**config.mk**
```make
export PLATFORM = sky130hd
export DESIGN_NAME = decode_unit_top
export DESIGN_NICKNAME = d
export VERILOG_FILES = /design/src/source/decode_pkg.sv /design/src/source/inst_wb_slave.sv /design/src/source/inst_fifo.sv /design/src/source/inst_decoder.sv /design/src/source/decode_stage.sv /design/src/source/decode_unit_top.sv
export SDC_FILE = /design/constraint.sdc
export NUM_CORES = 1
export LEC_CHECK = 0
export BUFFER_PORTS_ARGS = -buffer_cell sky130_fd_sc_hd__buf_4
export CAP_MARGIN = 30
export CORE_MARGIN = 8
export CORE_UTILIZATION = 45
export CTS_BUF_LIST = sky130_fd_sc_hd__clkbuf_4 sky130_fd_sc_hd__clkbuf_8
export DETAILED_ROUTE_END_ITERATION = 8
export PLACE_DENSITY_LB_ADDON = 0.05
export SYNTH_ARGS = -nofsm -noshare
export SYNTH_HDL_FRONTEND = slang
export SYNTH_HIERARCHICAL = 1
export SYNTH_SLANG_ARGS = --single-unit
```
**constraint.sdc**
```tcl
create_clock -name clk -period 3.7 [get_ports clk]
set_input_delay 1.11 -clock clk [delete_from_list [all_inputs] [get_ports clk]]
set_output_delay 1.11 -clock clk [all_outputs]
set_load 0.01 [all_outputs]
```
**src/source/decode_pkg.sv**
```systemverilog
`default_nettype none

package decode_pkg;

    localparam int XLEN       = 32;
    localparam int REG_ADDR_W = 5;
    localparam int FUNCT3_W   = 3;
    localparam int MASK_W     = 8;
    localparam int FIFO_DEPTH = 4;

    localparam logic [XLEN-1:0]       EBREAK_WORD = 32'h0010_0073;
    localparam logic [REG_ADDR_W-1:0] HALT_RD     = 5'd10; // a0 carries the exit code

    // rv32i major opcodes
    localparam logic [6:0] OPC_OP     = 7'b0110011;
    localparam logic [6:0] OPC_OP_IMM = 7'b0010011;
    localparam logic [6:0] OPC_LOAD   = 7'b0000011;
    localparam logic [6:0] OPC_STORE  = 7'b0100011;
    localparam logic [6:0] OPC_BRANCH = 7'b1100011;
    localparam logic [6:0] OPC_JAL    = 7'b1101111;
    localparam logic [6:0] OPC_JALR   = 7'b1100111;
    localparam logic [6:0] OPC_LUI    = 7'b0110111;
    localparam logic [6:0] OPC_AUIPC  = 7'b0010111;

    localparam logic [6:0] F7_ALT = 7'b0100000; // sub / sra

    typedef enum logic [3:0] {
        kind_op,
        kind_op_imm,
        kind_load,
        kind_store,
        kind_branch,
        kind_jal,
        kind_jalr,
        kind_lui,
        kind_auipc,
        kind_ebreak,
        kind_illegal
    } inst_kind_e;

    typedef enum logic [2:0] {
        alu_add = 3'd0,
        alu_sub = 3'd1,
        alu_sra = 3'd2,
        alu_and = 3'd3,
        alu_or  = 3'd4,
        alu_xor = 3'd5,
        alu_sll = 3'd6,
        alu_srl = 3'd7
    } alu_op_e;

    typedef enum logic [2:0] {
        rd_alu  = 3'd0,
        rd_mem  = 3'd1,
        rd_snpc = 3'd2,
        rd_cmp  = 3'd3,
        rd_none = 3'd4
    } rd_src_e;

    typedef enum logic [1:0] {
        cmp_eq  = 2'd0,
        cmp_ne  = 2'd1,
        cmp_lt  = 2'd2,
        cmp_ltu = 2'd3
    } cmp_type_e;

endpackage

`default_nettype wire

```
**src/source/inst_wb_slave.sv**
```systemverilog
`timescale 1ns/1ps
`default_nettype none

module inst_wb_slave (
    input  logic                      clk,
    input  logic                      rst,
    input  logic                      in_cyc,
    input  logic                      in_stb,
    input  logic                      in_we,
    input  logic [decode_pkg::XLEN-1:0] in_dat,
    input  logic                      full,
    output logic                      in_ack,
    output logic                      in_err,
    output logic                      push,
    output logic [decode_pkg::XLEN-1:0] push_data
);
    import decode_pkg::*;

    logic req; // new request, not yet answered

    // no second answer while the previous pulse is still visible to the master
    assign req = in_cyc && in_stb && !in_ack && !in_err;

    assign push      = req && in_we && !full; // wait states while full
    assign push_data = in_dat;

    always_ff @(posedge clk) begin
        if (rst) begin
            in_ack <= 1'b0;
            in_err <= 1'b0;
        end else begin
            in_ack <= push;
            in_err <= req && !in_we; // reads are not supported
        end
    end

endmodule

`default_nettype wire

```
**src/source/inst_fifo.sv**
```systemverilog
`timescale 1ns/1ps
`default_nettype none

module inst_fifo #(
    parameter int DEPTH = decode_pkg::FIFO_DEPTH
) (
    input  logic                        clk,
    input  logic                        rst,
    input  logic                        push,
    input  logic [decode_pkg::XLEN-1:0] push_data,
    input  logic                        pop,
    output logic [decode_pkg::XLEN-1:0] head_data,
    output logic                        full,
    output logic                        empty
);
    import decode_pkg::*;

    localparam int PTR_W = $clog2(DEPTH);
    localparam int CNT_W = $clog2(DEPTH + 1);

    logic [XLEN-1:0]  mem [DEPTH];
    logic [PTR_W-1:0] wr_ptr;
    logic [PTR_W-1:0] rd_ptr;
    logic [CNT_W-1:0] count;
    logic             wr_en;
    logic             rd_en;

    assign wr_en = push && !full;
    assign rd_en = pop && !empty;

    assign full      = (count == CNT_W'(DEPTH));
    assign empty     = (count == '0);
    assign head_data = mem[rd_ptr];

    always_ff @(posedge clk) begin
        if (wr_en) begin
            mem[wr_ptr] <= push_data;
        end
    end

    // pointers wrap on their own, depth is a power of two
    always_ff @(posedge clk) begin
        if (rst) begin
            wr_ptr <= '0;
            rd_ptr <= '0;
            count  <= '0;
        end else begin
            if (wr_en) begin
                wr_ptr <= wr_ptr + 1'b1;
            end
            if (rd_en) begin
                rd_ptr <= rd_ptr + 1'b1;
            end
            case ({wr_en, rd_en})
                2'b10:   count <= count + 1'b1;
                2'b01:   count <= count - 1'b1;
                default: count <= count; // both or neither
            endcase
        end
    end

endmodule

`default_nettype wire

```
**src/source/inst_decoder.sv**
```systemverilog
`timescale 1ns/1ps
`default_nettype none

module inst_decoder (
    input  logic [decode_pkg::XLEN-1:0]       inst,
    output logic [decode_pkg::REG_ADDR_W-1:0] rs1,
    output logic [decode_pkg::REG_ADDR_W-1:0] rs2,
    output logic [decode_pkg::REG_ADDR_W-1:0] rd,
    output logic [decode_pkg::FUNCT3_W-1:0]   funct3,
    output logic [decode_pkg::XLEN-1:0]       imm,
    output decode_pkg::alu_op_e               alu_op,
    output logic                              alu_src1,
    output logic                              alu_src2,
    output decode_pkg::rd_src_e               rd_src,
    output logic                              jump,
    output logic                              branch,
    output decode_pkg::cmp_type_e             cmp_type,
    output logic                              mem_en,
    output logic                              mem_wen,
    output logic [decode_pkg::MASK_W-1:0]     mem_wmask,
    output logic                              stop
);
    import decode_pkg::*;

    logic [6:0]          opcode;
    logic [6:0]          funct7;
    logic [FUNCT3_W-1:0] f3;
    logic                f7_zero;
    logic                f7_alt;
    logic                is_slt;
    inst_kind_e          kind;
    logic [XLEN-1:0]     imm_i;
    logic [XLEN-1:0]     imm_s;
    logic [XLEN-1:0]     imm_b;
    logic [XLEN-1:0]     imm_u;
    logic [XLEN-1:0]     imm_j;

    assign opcode  = inst[6:0];
    assign f3      = inst[14:12];
    assign funct7  = inst[31:25];
    assign f7_zero = (funct7 == 7'b0);
    assign f7_alt  = (funct7 == F7_ALT);

    assign imm_i = {{20{inst[31]}}, inst[31:20]};
    assign imm_s = {{20{inst[31]}}, inst[31:25], inst[11:7]};
    assign imm_b = {{20{inst[31]}}, inst[7], inst[30:25], inst[11:8], 1'b0};
    assign imm_u = {inst[31:12], 12'b0};
    assign imm_j = {{12{inst[31]}}, inst[19:12], inst[20], inst[30:21], 1'b0};

    // classify, anything not matched below stops
    always_comb begin
        kind = kind_illegal;
        if (inst == EBREAK_WORD) begin
            kind = kind_ebreak;
        end else begin
            case (opcode)
                OPC_OP: begin
                    if (f7_zero || (f7_alt && (f3 == 3'b000 || f3 == 3'b101))) begin
                        kind = kind_op;
                    end
                end
                OPC_OP_IMM: begin
                    if (f3 == 3'b001) begin
                        if (f7_zero) kind = kind_op_imm; // slli
                    end else if (f3 == 3'b101) begin
                        if (f7_zero || f7_alt) kind = kind_op_imm; // srli / srai
                    end else begin
                        kind = kind_op_imm;
                    end
                end
                OPC_LOAD: begin
                    if (f3 != 3'b011 && f3[2:1] != 2'b11) kind = kind_load;
                end
                OPC_STORE: begin
                    if (!f3[2] && f3 != 3'b011) kind = kind_store;
                end
                OPC_BRANCH: begin
                    if (f3[2:1] != 2'b01) kind = kind_branch;
                end
                OPC_JAL: kind = kind_jal;
                OPC_JALR: begin
                    if (f3 == 3'b000) kind = kind_jalr;
                end
                OPC_LUI:   kind = kind_lui;
                OPC_AUIPC: kind = kind_auipc;
                default:   kind = kind_illegal;
            endcase
        end
    end

    always_comb begin
        case (kind)
            kind_op_imm, kind_load, kind_jalr: imm = imm_i;
            kind_store:                        imm = imm_s;
            kind_branch:                       imm = imm_b;
            kind_lui, kind_auipc:              imm = imm_u;
            kind_jal:                          imm = imm_j;
            default:                           imm = '0;
        endcase
    end

    // slt family goes through the subtractor, result taken from the compare
    assign is_slt = (kind == kind_op || kind == kind_op_imm) && (f3[2:1] == 2'b01);

    always_comb begin
        alu_op = alu_add;
        if (kind == kind_op || kind == kind_op_imm) begin
            case (f3)
                3'b000:         alu_op = (kind == kind_op && f7_alt) ? alu_sub : alu_add;
                3'b001:         alu_op = alu_sll;
                3'b010, 3'b011: alu_op = alu_sub;
                3'b100:         alu_op = alu_xor;
                3'b101:         alu_op = f7_alt ? alu_sra : alu_srl;
                3'b110:         alu_op = alu_or;
                default:        alu_op = alu_and;
            endcase
        end
    end

    always_comb begin
        case (kind)
            kind_load:                               rd_src = rd_mem;
            kind_jal, kind_jalr:                     rd_src = rd_snpc;
            kind_store, kind_branch:                 rd_src = rd_none;
            kind_ebreak, kind_illegal:               rd_src = rd_none;
            default:                                 rd_src = is_slt ? rd_cmp : rd_alu;
        endcase
    end

    always_comb begin
        mem_wmask = '0;
        if (kind == kind_store) begin
            case (f3)
                3'b000:  mem_wmask = 8'h01; // sb
                3'b001:  mem_wmask = 8'h03; // sh
                default: mem_wmask = 8'h0f; // sw
            endcase
        end
    end

    assign cmp_type = !is_slt ? cmp_eq : (f3[0] ? cmp_ltu : cmp_lt);
    assign alu_src1 = (kind inside {kind_auipc, kind_jal, kind_branch}); // pc
    assign alu_src2 = (kind != kind_op); // imm

    assign jump    = (kind == kind_jal) || (kind == kind_jalr);
    assign branch  = (kind == kind_branch);
    assign mem_en  = (kind == kind_load) || (kind == kind_store);
    assign mem_wen = (kind == kind_store);
    assign stop    = (kind == kind_ebreak) || (kind == kind_illegal);

    assign rs1    = (kind == kind_lui || stop) ? '0 : inst[19:15];
    assign rs2    = inst[24:20];
    assign rd     = stop ? HALT_RD : inst[11:7];
    assign funct3 = f3;

endmodule

`default_nettype wire

```
**src/source/decode_stage.sv**
```systemverilog
`timescale 1ns/1ps
`default_nettype none

module decode_stage (
    input  logic                              clk,
    input  logic                              rst,
    input  logic [decode_pkg::XLEN-1:0]       head_data,
    input  logic                              empty,
    input  logic                              out_ack,
    output logic                              pop,
    output logic                              out_cyc,
    output logic                              out_stb,
    output logic [decode_pkg::REG_ADDR_W-1:0] rs1,
    output logic [decode_pkg::REG_ADDR_W-1:0] rs2,
    output logic [decode_pkg::REG_ADDR_W-1:0] rd,
    output logic [decode_pkg::FUNCT3_W-1:0]   funct3,
    output logic [decode_pkg::XLEN-1:0]       imm,
    output decode_pkg::alu_op_e               alu_op,
    output logic                              alu_src1,
    output logic                              alu_src2,
    output decode_pkg::rd_src_e               rd_src,
    output logic                              jump,
    output logic                              branch,
    output decode_pkg::cmp_type_e             cmp_type,
    output logic                              mem_en,
    output logic                              mem_wen,
    output logic [decode_pkg::MASK_W-1:0]     mem_wmask,
    output logic                              stop
);
    import decode_pkg::*;

    logic [REG_ADDR_W-1:0] dec_rs1;
    logic [REG_ADDR_W-1:0] dec_rs2;
    logic [REG_ADDR_W-1:0] dec_rd;
    logic [FUNCT3_W-1:0]   dec_funct3;
    logic [XLEN-1:0]       dec_imm;
    alu_op_e               dec_alu_op;
    logic                  dec_alu_src1;
    logic                  dec_alu_src2;
    rd_src_e               dec_rd_src;
    logic                  dec_jump;
    logic                  dec_branch;
    cmp_type_e             dec_cmp_type;
    logic                  dec_mem_en;
    logic                  dec_mem_wen;
    logic [MASK_W-1:0]     dec_mem_wmask;
    logic                  dec_stop;

    inst_decoder u_dec (
        .inst      (head_data),
        .rs1       (dec_rs1),
        .rs2       (dec_rs2),
        .rd        (dec_rd),
        .funct3    (dec_funct3),
        .imm       (dec_imm),
        .alu_op    (dec_alu_op),
        .alu_src1  (dec_alu_src1),
        .alu_src2  (dec_alu_src2),
        .rd_src    (dec_rd_src),
        .jump      (dec_jump),
        .branch    (dec_branch),
        .cmp_type  (dec_cmp_type),
        .mem_en    (dec_mem_en),
        .mem_wen   (dec_mem_wen),
        .mem_wmask (dec_mem_wmask),
        .stop      (dec_stop)
    );

    // reload when the output slot is free or being acked this edge
    assign pop     = !empty && (!out_stb || out_ack);
    assign out_cyc = out_stb; // single-beat cycles

    always_ff @(posedge clk) begin
        if (rst) begin
            out_stb <= 1'b0;
        end else if (pop) begin
            out_stb <= 1'b1;
        end else if (out_ack) begin
            out_stb <= 1'b0;
        end
    end

    always_ff @(posedge clk) begin
        if (pop) begin
            rs1       <= dec_rs1;
            rs2       <= dec_rs2;
            rd        <= dec_rd;
            funct3    <= dec_funct3;
            imm       <= dec_imm;
            alu_op    <= dec_alu_op;
            alu_src1  <= dec_alu_src1;
            alu_src2  <= dec_alu_src2;
            rd_src    <= dec_rd_src;
            jump      <= dec_jump;
            branch    <= dec_branch;
            cmp_type  <= dec_cmp_type;
            mem_en    <= dec_mem_en;
            mem_wen   <= dec_mem_wen;
            mem_wmask <= dec_mem_wmask;
            stop      <= dec_stop;
        end
    end

endmodule

`default_nettype wire

```
**src/source/decode_unit_top.sv**
```systemverilog
`timescale 1ns/1ps
`default_nettype none

module decode_unit_top (
    input  logic                              clk,
    input  logic                              rst,
    input  logic                              in_cyc,
    input  logic                              in_stb,
    input  logic                              in_we,
    input  logic [decode_pkg::XLEN-1:0]       in_dat,
    input  logic                              out_ack,
    output logic                              in_ack,
    output logic                              in_err,
    output logic                              out_cyc,
    output logic                              out_stb,
    output logic [decode_pkg::REG_ADDR_W-1:0] rs1,
    output logic [decode_pkg::REG_ADDR_W-1:0] rs2,
    output logic [decode_pkg::REG_ADDR_W-1:0] rd,
    output logic [decode_pkg::FUNCT3_W-1:0]   funct3,
    output logic [decode_pkg::XLEN-1:0]       imm,
    output decode_pkg::alu_op_e               alu_op,
    output logic                              alu_src1,
    output logic                              alu_src2,
    output decode_pkg::rd_src_e               rd_src,
    output logic                              jump,
    output logic                              branch,
    output decode_pkg::cmp_type_e             cmp_type,
    output logic                              mem_en,
    output logic                              mem_wen,
    output logic [decode_pkg::MASK_W-1:0]     mem_wmask,
    output logic                              stop
);
    import decode_pkg::*;

    logic            push;
    logic [XLEN-1:0] push_data;
    logic            full;
    logic            pop;
    logic [XLEN-1:0] head_data;
    logic            empty;

    inst_wb_slave u_slave (
        .clk       (clk),
        .rst       (rst),
        .in_cyc    (in_cyc),
        .in_stb    (in_stb),
        .in_we     (in_we),
        .in_dat    (in_dat),
        .full      (full),
        .in_ack    (in_ack),
        .in_err    (in_err),
        .push      (push),
        .push_data (push_data)
    );

    inst_fifo #(
        .DEPTH (FIFO_DEPTH)
    ) u_fifo (
        .clk       (clk),
        .rst       (rst),
        .push      (push),
        .push_data (push_data),
        .pop       (pop),
        .head_data (head_data),
        .full      (full),
        .empty     (empty)
    );

    decode_stage u_stage (
        .clk       (clk),
        .rst       (rst),
        .head_data (head_data),
        .empty     (empty),
        .out_ack   (out_ack),
        .pop       (pop),
        .out_cyc   (out_cyc),
        .out_stb   (out_stb),
        .rs1       (rs1),
        .rs2       (rs2),
        .rd        (rd),
        .funct3    (funct3),
        .imm       (imm),
        .alu_op    (alu_op),
        .alu_src1  (alu_src1),
        .alu_src2  (alu_src2),
        .rd_src    (rd_src),
        .jump      (jump),
        .branch    (branch),
        .cmp_type  (cmp_type),
        .mem_en    (mem_en),
        .mem_wen   (mem_wen),
        .mem_wmask (mem_wmask),
        .stop      (stop)
    );

endmodule

`default_nettype wire

```
## After elaboration in Yosys (flattened, before gate mapping)

Memories as Yosys holds them, arrays and structs flattened. A register that Yosys moved wholly into a read port is not among the register bits.
Index checks and enable logic that the tools add are counted.

| operators by class | value |
|---|---|
| add/subtract/negate cells | 4 |
| equality and inequality tests | 34 |
| multiplexer cells | 26 |
| reductions and logical operators | 43 |

Operators with widths:

| cell | count |
|---|---|
| one-hot mux 32 bit (5 select lines) | 1 |
| 2-to-1 mux 4 bit | 10 |
| one-hot mux 4 bit (9 select lines) | 1 |
| == test 32 x 21 -> 1 bit (second input constant) | 1 |
| == test 7 x 6 -> 1 bit (second input constant) | 4 |
| == test 7 bit (second input constant) | 3 |
| one-hot mux 3 bit (6 select lines) | 1 |
| == test 4 x 3 -> 1 bit (second input constant) | 4 |
| == test 7 x 5 -> 1 bit (second input constant) | 2 |
| logical AND 1 bit | 14 |
| == test 3 bit (second input constant) | 4 |
| == test 4 bit (second input constant) | 3 |
| logical OR 1 bit | 9 |
| one-hot mux 3 bit (3 select lines) | 1 |
| == test 4 x 2 -> 1 bit (second input constant) | 2 |
| one-hot mux 4 bit (2 select lines) | 1 |
| == test 7 x 2 -> 1 bit (second input constant) | 1 |
| logical NOT 1 bit | 7 |
| logical NOT 7 bit | 1 |
| == test 3 x 2 -> 1 bit (second input constant) | 2 |
| logical NOT 3 bit | 2 |
| 2-to-1 mux 1 bit | 6 |
| 2-to-1 mux 2 bit | 3 |
| one-hot mux 3 bit (2 select lines) | 1 |
| other kinds (18) | 23 |

| word-level totals | value |
|---|---|
| bits in registers | 83 |
| bits in writable memories | 128 |
| memories | 1 |

Memory list:

| name | depth | bits a word | read ports | clocked after Yosys merged registers in | write ports | RTL line | RTL |
|---|---|---|---|---|---|---|---|
| u_fifo.mem | 4 | 32 | 1 | 1 | 1 | inst_fifo.sv:21 | `logic [XLEN-1:0] mem [DEPTH];` |

## Logic depth before layout (Yosys ltp)

| depth | value |
|---|---|
| depth in word-level cells | 12 |
| gate-level depth with buffers | 12 |
| mapped depth without buffers | 11 |

## Cells and area by module

Netlist, hierarchy kept.

By module, submodules not included:

| module | times used | cells an instance | area an instance (um^2) | sequential area each (um^2) |
|---|---|---|---|---|
| inst_fifo | 1 | 221 | 5143.7 | 4023.9 |
| decode_stage | 1 | 78 | 2255.9 | 2212.1 |
| inst_decoder | 1 | 189 | 1310.0 | 0.0 |
| inst_wb_slave | 1 | 38 | 335.3 | 40.0 |

## Least setup slack after synthesis

No wires, ideal clock.

| path | value |
|---|---|
| kind | input -> register |
| start point | input out_ack |
| end point | register u_fifo.count[2] |
| library setup time | 70 ps |
| arrival | 3849 ps |
| path slack | -219 ps |
| stages on the path | 10 |
| cells stage by stage | nand2b_4 > nor2b_4 > o31ai_2 > inv_1 > ha_1 > inv_1 > fa_1 > xor2_1 > or3_1 > a21oi_1 |

| between the ends | value |
|---|---|
| word-level cells in the longest chain between the ends | 5 |
| elaborated cells between the ends (all ways) | 7 |

RTL lines:

| what | RTL line | RTL |
|---|---|---|
| start, declared | decode_unit_top.sv:11 | `input logic out_ack,` |
| logical OR 1 bit * | decode_stage.sv:70 | `assign pop = !empty && (!out_stb \|\| out_ack);` |
| logical AND 1 bit * | decode_stage.sv:70 |  |
| via pop | decode_unit_top.sv:38 | `logic pop;` |
| logical AND 1 bit * | inst_fifo.sv:29 | `assign rd_en = pop && !empty;` |
| via u_fifo.rd_en | inst_fifo.sv:26 | `logic rd_en;` |
| == test 2 x 1 -> 1 bit / == test 2 bit (equally long branches) | inst_fifo.sv:54 | `case ({wr_en, rd_en})` |
| one-hot mux 3 bit (2 select lines) / nonzero test 2 bit (equally long branches) | - |  |
| end signal, assigned | inst_fifo.sv:55 | `2'b10: count <= count + 1'b1;` |
| end signal, assigned | inst_fifo.sv:56 | `2'b01: count <= count - 1'b1;` |
| end signal, assigned | inst_fifo.sv:57 | `default: count <= count;` |
| end, declared | inst_fifo.sv:24 | `logic [CNT_W-1:0] count;` |

Mark *: on every way through the listed nets, which the timed path passes. The rest lies on a longest branch.
A chain may end at the register's enable or synchronous reset.

==> results.cfg <==
[status]
result_of_the_run = complete, no violations

[floorplanning]
i_o_pin_cnt = 115
chipWidth_um = 158
placement_rows = 52
placeableCoreArea_um2 = 20000
die_y_um = 158
dieArea_um2 = 24900
effective_utilization_at_floorplan = 0.453

[detailed_routing]
routed_wirelength_um = 19100
drt-wirelength-per-cell_um = 20.5
first_iter_violations = 299
remaining_drc_errors = 0
detail-route-antenna-nets = 0
detailedRoute.firstPassIterationCount = 4
vias = 4766
via_per_inst = 5.12

[finish]
finish.net_count = 677
insertedDiodeCount = 0
areaGrowthSynthToFinish_pct = 18.1
layout_commonest_cell = sky130_fd_sc_hd__edfxtp_1
final_layout_size_suffix_gt1_frac = 0.371
final_cell_mix = sky130_fd_sc_hd__edfxtp_1 (201), sky130_fd_sc_hd__buf_4 (126), sky130_fd_sc_hd__clkbuf_8 (38)
fin_area_um2 = 10700
filler_free_cell_count_of_the_finished_design = 930

[placement]
dp_slack_ns = 0.446
dp_hpwl_um = 12800
post-place-cells = 863
post_dp_cell_area_um2 = 9920
routabilityCongestion = 0.852
place.port_buffers = 114

[clock_network]
post_cts.repair.setup_buffers = 0
clock_tree.htree_level_count = 2
cts.root.buffer_cell = sky130_fd_sc_hd__clkbuf_8
cts_inserted_buffers = 37
cts-resized-gates = 0
tritoncts_clock_tree = done
insertion_delay_ns = 0.52
cts_max_path_buffers = 3
count_of_clock_tree_sinks = 213
clk_pin_slew_worst_paths_ns = 0.06
cts-hold-fix-buffers = 0

[logic_synthesis]
netlist_instances = 526
yosysWarnings = 6
syn_area_um2 = 9040
synth-seq-area-share = 0.694
synth_top_area_cell = sky130_fd_sc_hd__edfxtp_1
yosys_register_bits = 213
postSynthAreaPerCell_um2 = 17.2
dominantRegCellSynth = sky130_fd_sc_hd__edfxtp_1
synth-edff-count = 201
async_flop_share = 0
synth.area.top_cells = sky130_fd_sc_hd__edfxtp_1 (67%), sky130_fd_sc_hd__mux4_2 (7.5%), sky130_fd_sc_hd__buf_4 (4.2%), sky130_fd_sc_hd__dfxtp_1 (2.7%), sky130_fd_sc_hd__a21o_1 (1.6%)
post_synth_num_cell_types = 73
synth_top_area_share = 0.667

[power]
static-leakage-power_uw = 0.00390
peakVddDrop_mv = 0.290
total_power_uw = 5100
powerDensity_nw_per_um2 = 478

[sta]
post-route-min-period_ns = 3.22
fin_ws_ns = 0.476
rsz0062_at_grt = false
timing.final.max_slew_violations = 0
finalCritPeriodShare = 0.871
transition_at_the_pin_with_the_smallest_max_transition_slack_ns = 0.593
relSlewSlack = 0.601
final.setup_skew_ns = 0.0268
timing.final.setup_violations = 0
tns_ns = 0
achievable-frequency_mhz = 310
hold_viol = 0

[setup_path]
worst_setup_path_start_kind = register
critical_path.cell_chain = buf_12 -> mux4_2 -> nor4_2 -> a311oi_1 -> o31ai_2 -> nor2_1 -> a31oi_4 -> o2bb2ai_1
timing_worst_setup_path_type = register to register
crit_path_top_delay_cell = sky130_fd_sc_hd__mux4_2
crit_arrival_ns = 3.47
setup.worst_path.end_class = register
crit_path_max_fanout = 25
required_ns = 3.95
critical-path-max-stage-delay_ns = 0.57

[grt]
grt_util_all_layers = 0.155
grt_overflow = 0
vias_in_the_first_global_route = 5027
pin_count_of_the_biggest_net_entering_global_routing = 75
grt_antenna_before_repair = 1
first_pass_grt_wire_length_um = 29100

[run]
max_cap_violations = 0

[min_path]
timing.hold.worst.class = register to register
kinds of logic after synthesis:
group,share of synthesized area
AOI/OAI and AO/OA,0.0553
xor gates and xnor gates,0.00567
adders and majority gates,0.00913
muxes,0.0816
other,0.000415
buffers and inverters,0.0646
and+or+nand+nor,0.0894
DFF,0.694
worst paths after layout:
kind,slack [ns],endpoint,start,cells past startpoint
max,0.48,u_stage/rd_src[0],register,8
min,0.50,u_fifo/rd_ptr[1],u_fifo/rd_ptr[1],2
min reg2reg,0.50,u_fifo/rd_ptr[1],u_fifo/rd_ptr[1],2
max reg2reg,0.48,u_stage/rd_src[0],register,8
flip-flops by register name (all words and copies together), names as in the netlist, 3 cells and up, named ones only:
signal             flops
u_stage/rd             5
u_stage/rs2            5
u_stage/imm           32
u_stage/alu_op         3
u_stage/funct3         3
u_fifo/mem           128
u_stage/rd_src         3
u_stage/mem_wmask      8
u_fifo/count           3
u_stage/rs1            5
through the flow:
stage | util | hold WS [ns]
after floorplan | - | 0.459
after global placement | 0.497 | 0.473
after detailed placement | 0.497 | 0.485
after CTS | 0.533 | 0.502
after global routing | 0.535 | 0.549
final | 0.535 | 0.505
Yosys cell counts (3+ instances only):
master / number
sky130_fd_sc_hd__and3_1: 4
sky130_fd_sc_hd__buf_6: 3
sky130_fd_sc_hd__a21o_1: 19
sky130_fd_sc_hd__buf_12: 3
sky130_fd_sc_hd__o21ai_0: 3
sky130_fd_sc_hd__nor4_1: 3
sky130_fd_sc_hd__edfxtp_1: 201
sky130_fd_sc_hd__nand2b_1: 10
sky130_fd_sc_hd__nor2b_1: 11
sky130_fd_sc_hd__nor2_1: 24
sky130_fd_sc_hd__and2_1: 13
sky130_fd_sc_hd__nor3_1: 11
sky130_fd_sc_hd__a22o_1: 4
sky130_fd_sc_hd__xor2_1: 4
sky130_fd_sc_hd__a21oi_1: 10
sky130_fd_sc_hd__ha_1: 5
sky130_fd_sc_hd__buf_2: 8
sky130_fd_sc_hd__nor3b_1: 3
sky130_fd_sc_hd__or3_1: 4
sky130_fd_sc_hd__mux4_2: 30
sky130_fd_sc_hd__buf_4: 51
sky130_fd_sc_hd__a21oi_2: 3
sky130_fd_sc_hd__inv_1: 16
sky130_fd_sc_hd__nand2_1: 11
sky130_fd_sc_hd__dfxtp_1: 12
sky130_fd_sc_hd__nand3_1: 4
layout make-up:
cell class	instances	area (um^2)
inverter	16	60.1
clock buffer	48	598
fill	1660	9300
tap	270	338
sequential	213	6280
multi-input combinational	233	2200
clock inverter	18	130
timing repair buffer	132	1070
power by group:
part,internal [uW],switching (uW)
clock network,1200,903
registers,2700,18.8
logic,123,163
total,4020,1080
critical path, delay by kind of cell, from the launching register on:
| family | cells | cell delay, ns |
|---|---|---|
| buffers and inverters | 1 | 0.23 |
| AND/OR/NAND/NOR | 2 | 0.70 |
| AO/OA/AOI/OAI | 4 | 1.08 |
| flip-flops | 1 | 0.35 |
| multiplexers | 1 | 0.57 |
per-layer routing:
metal | part of all wire | up-vias | track usage | wire, um
met4 | 0.016 | 0 | 0.0539 | 301
met1 | 0.43 | 2373 | 0.202 | 8190
met2 | 0.47 | 162 | 0.250 | 9060
li1 | - | 2200 | - | -
met5 | 0 | - | 0 | 0
met3 | 0.080 | 31 | 0.0382 | 1530
No activity file was read; power rests on OpenSTA's default activity.
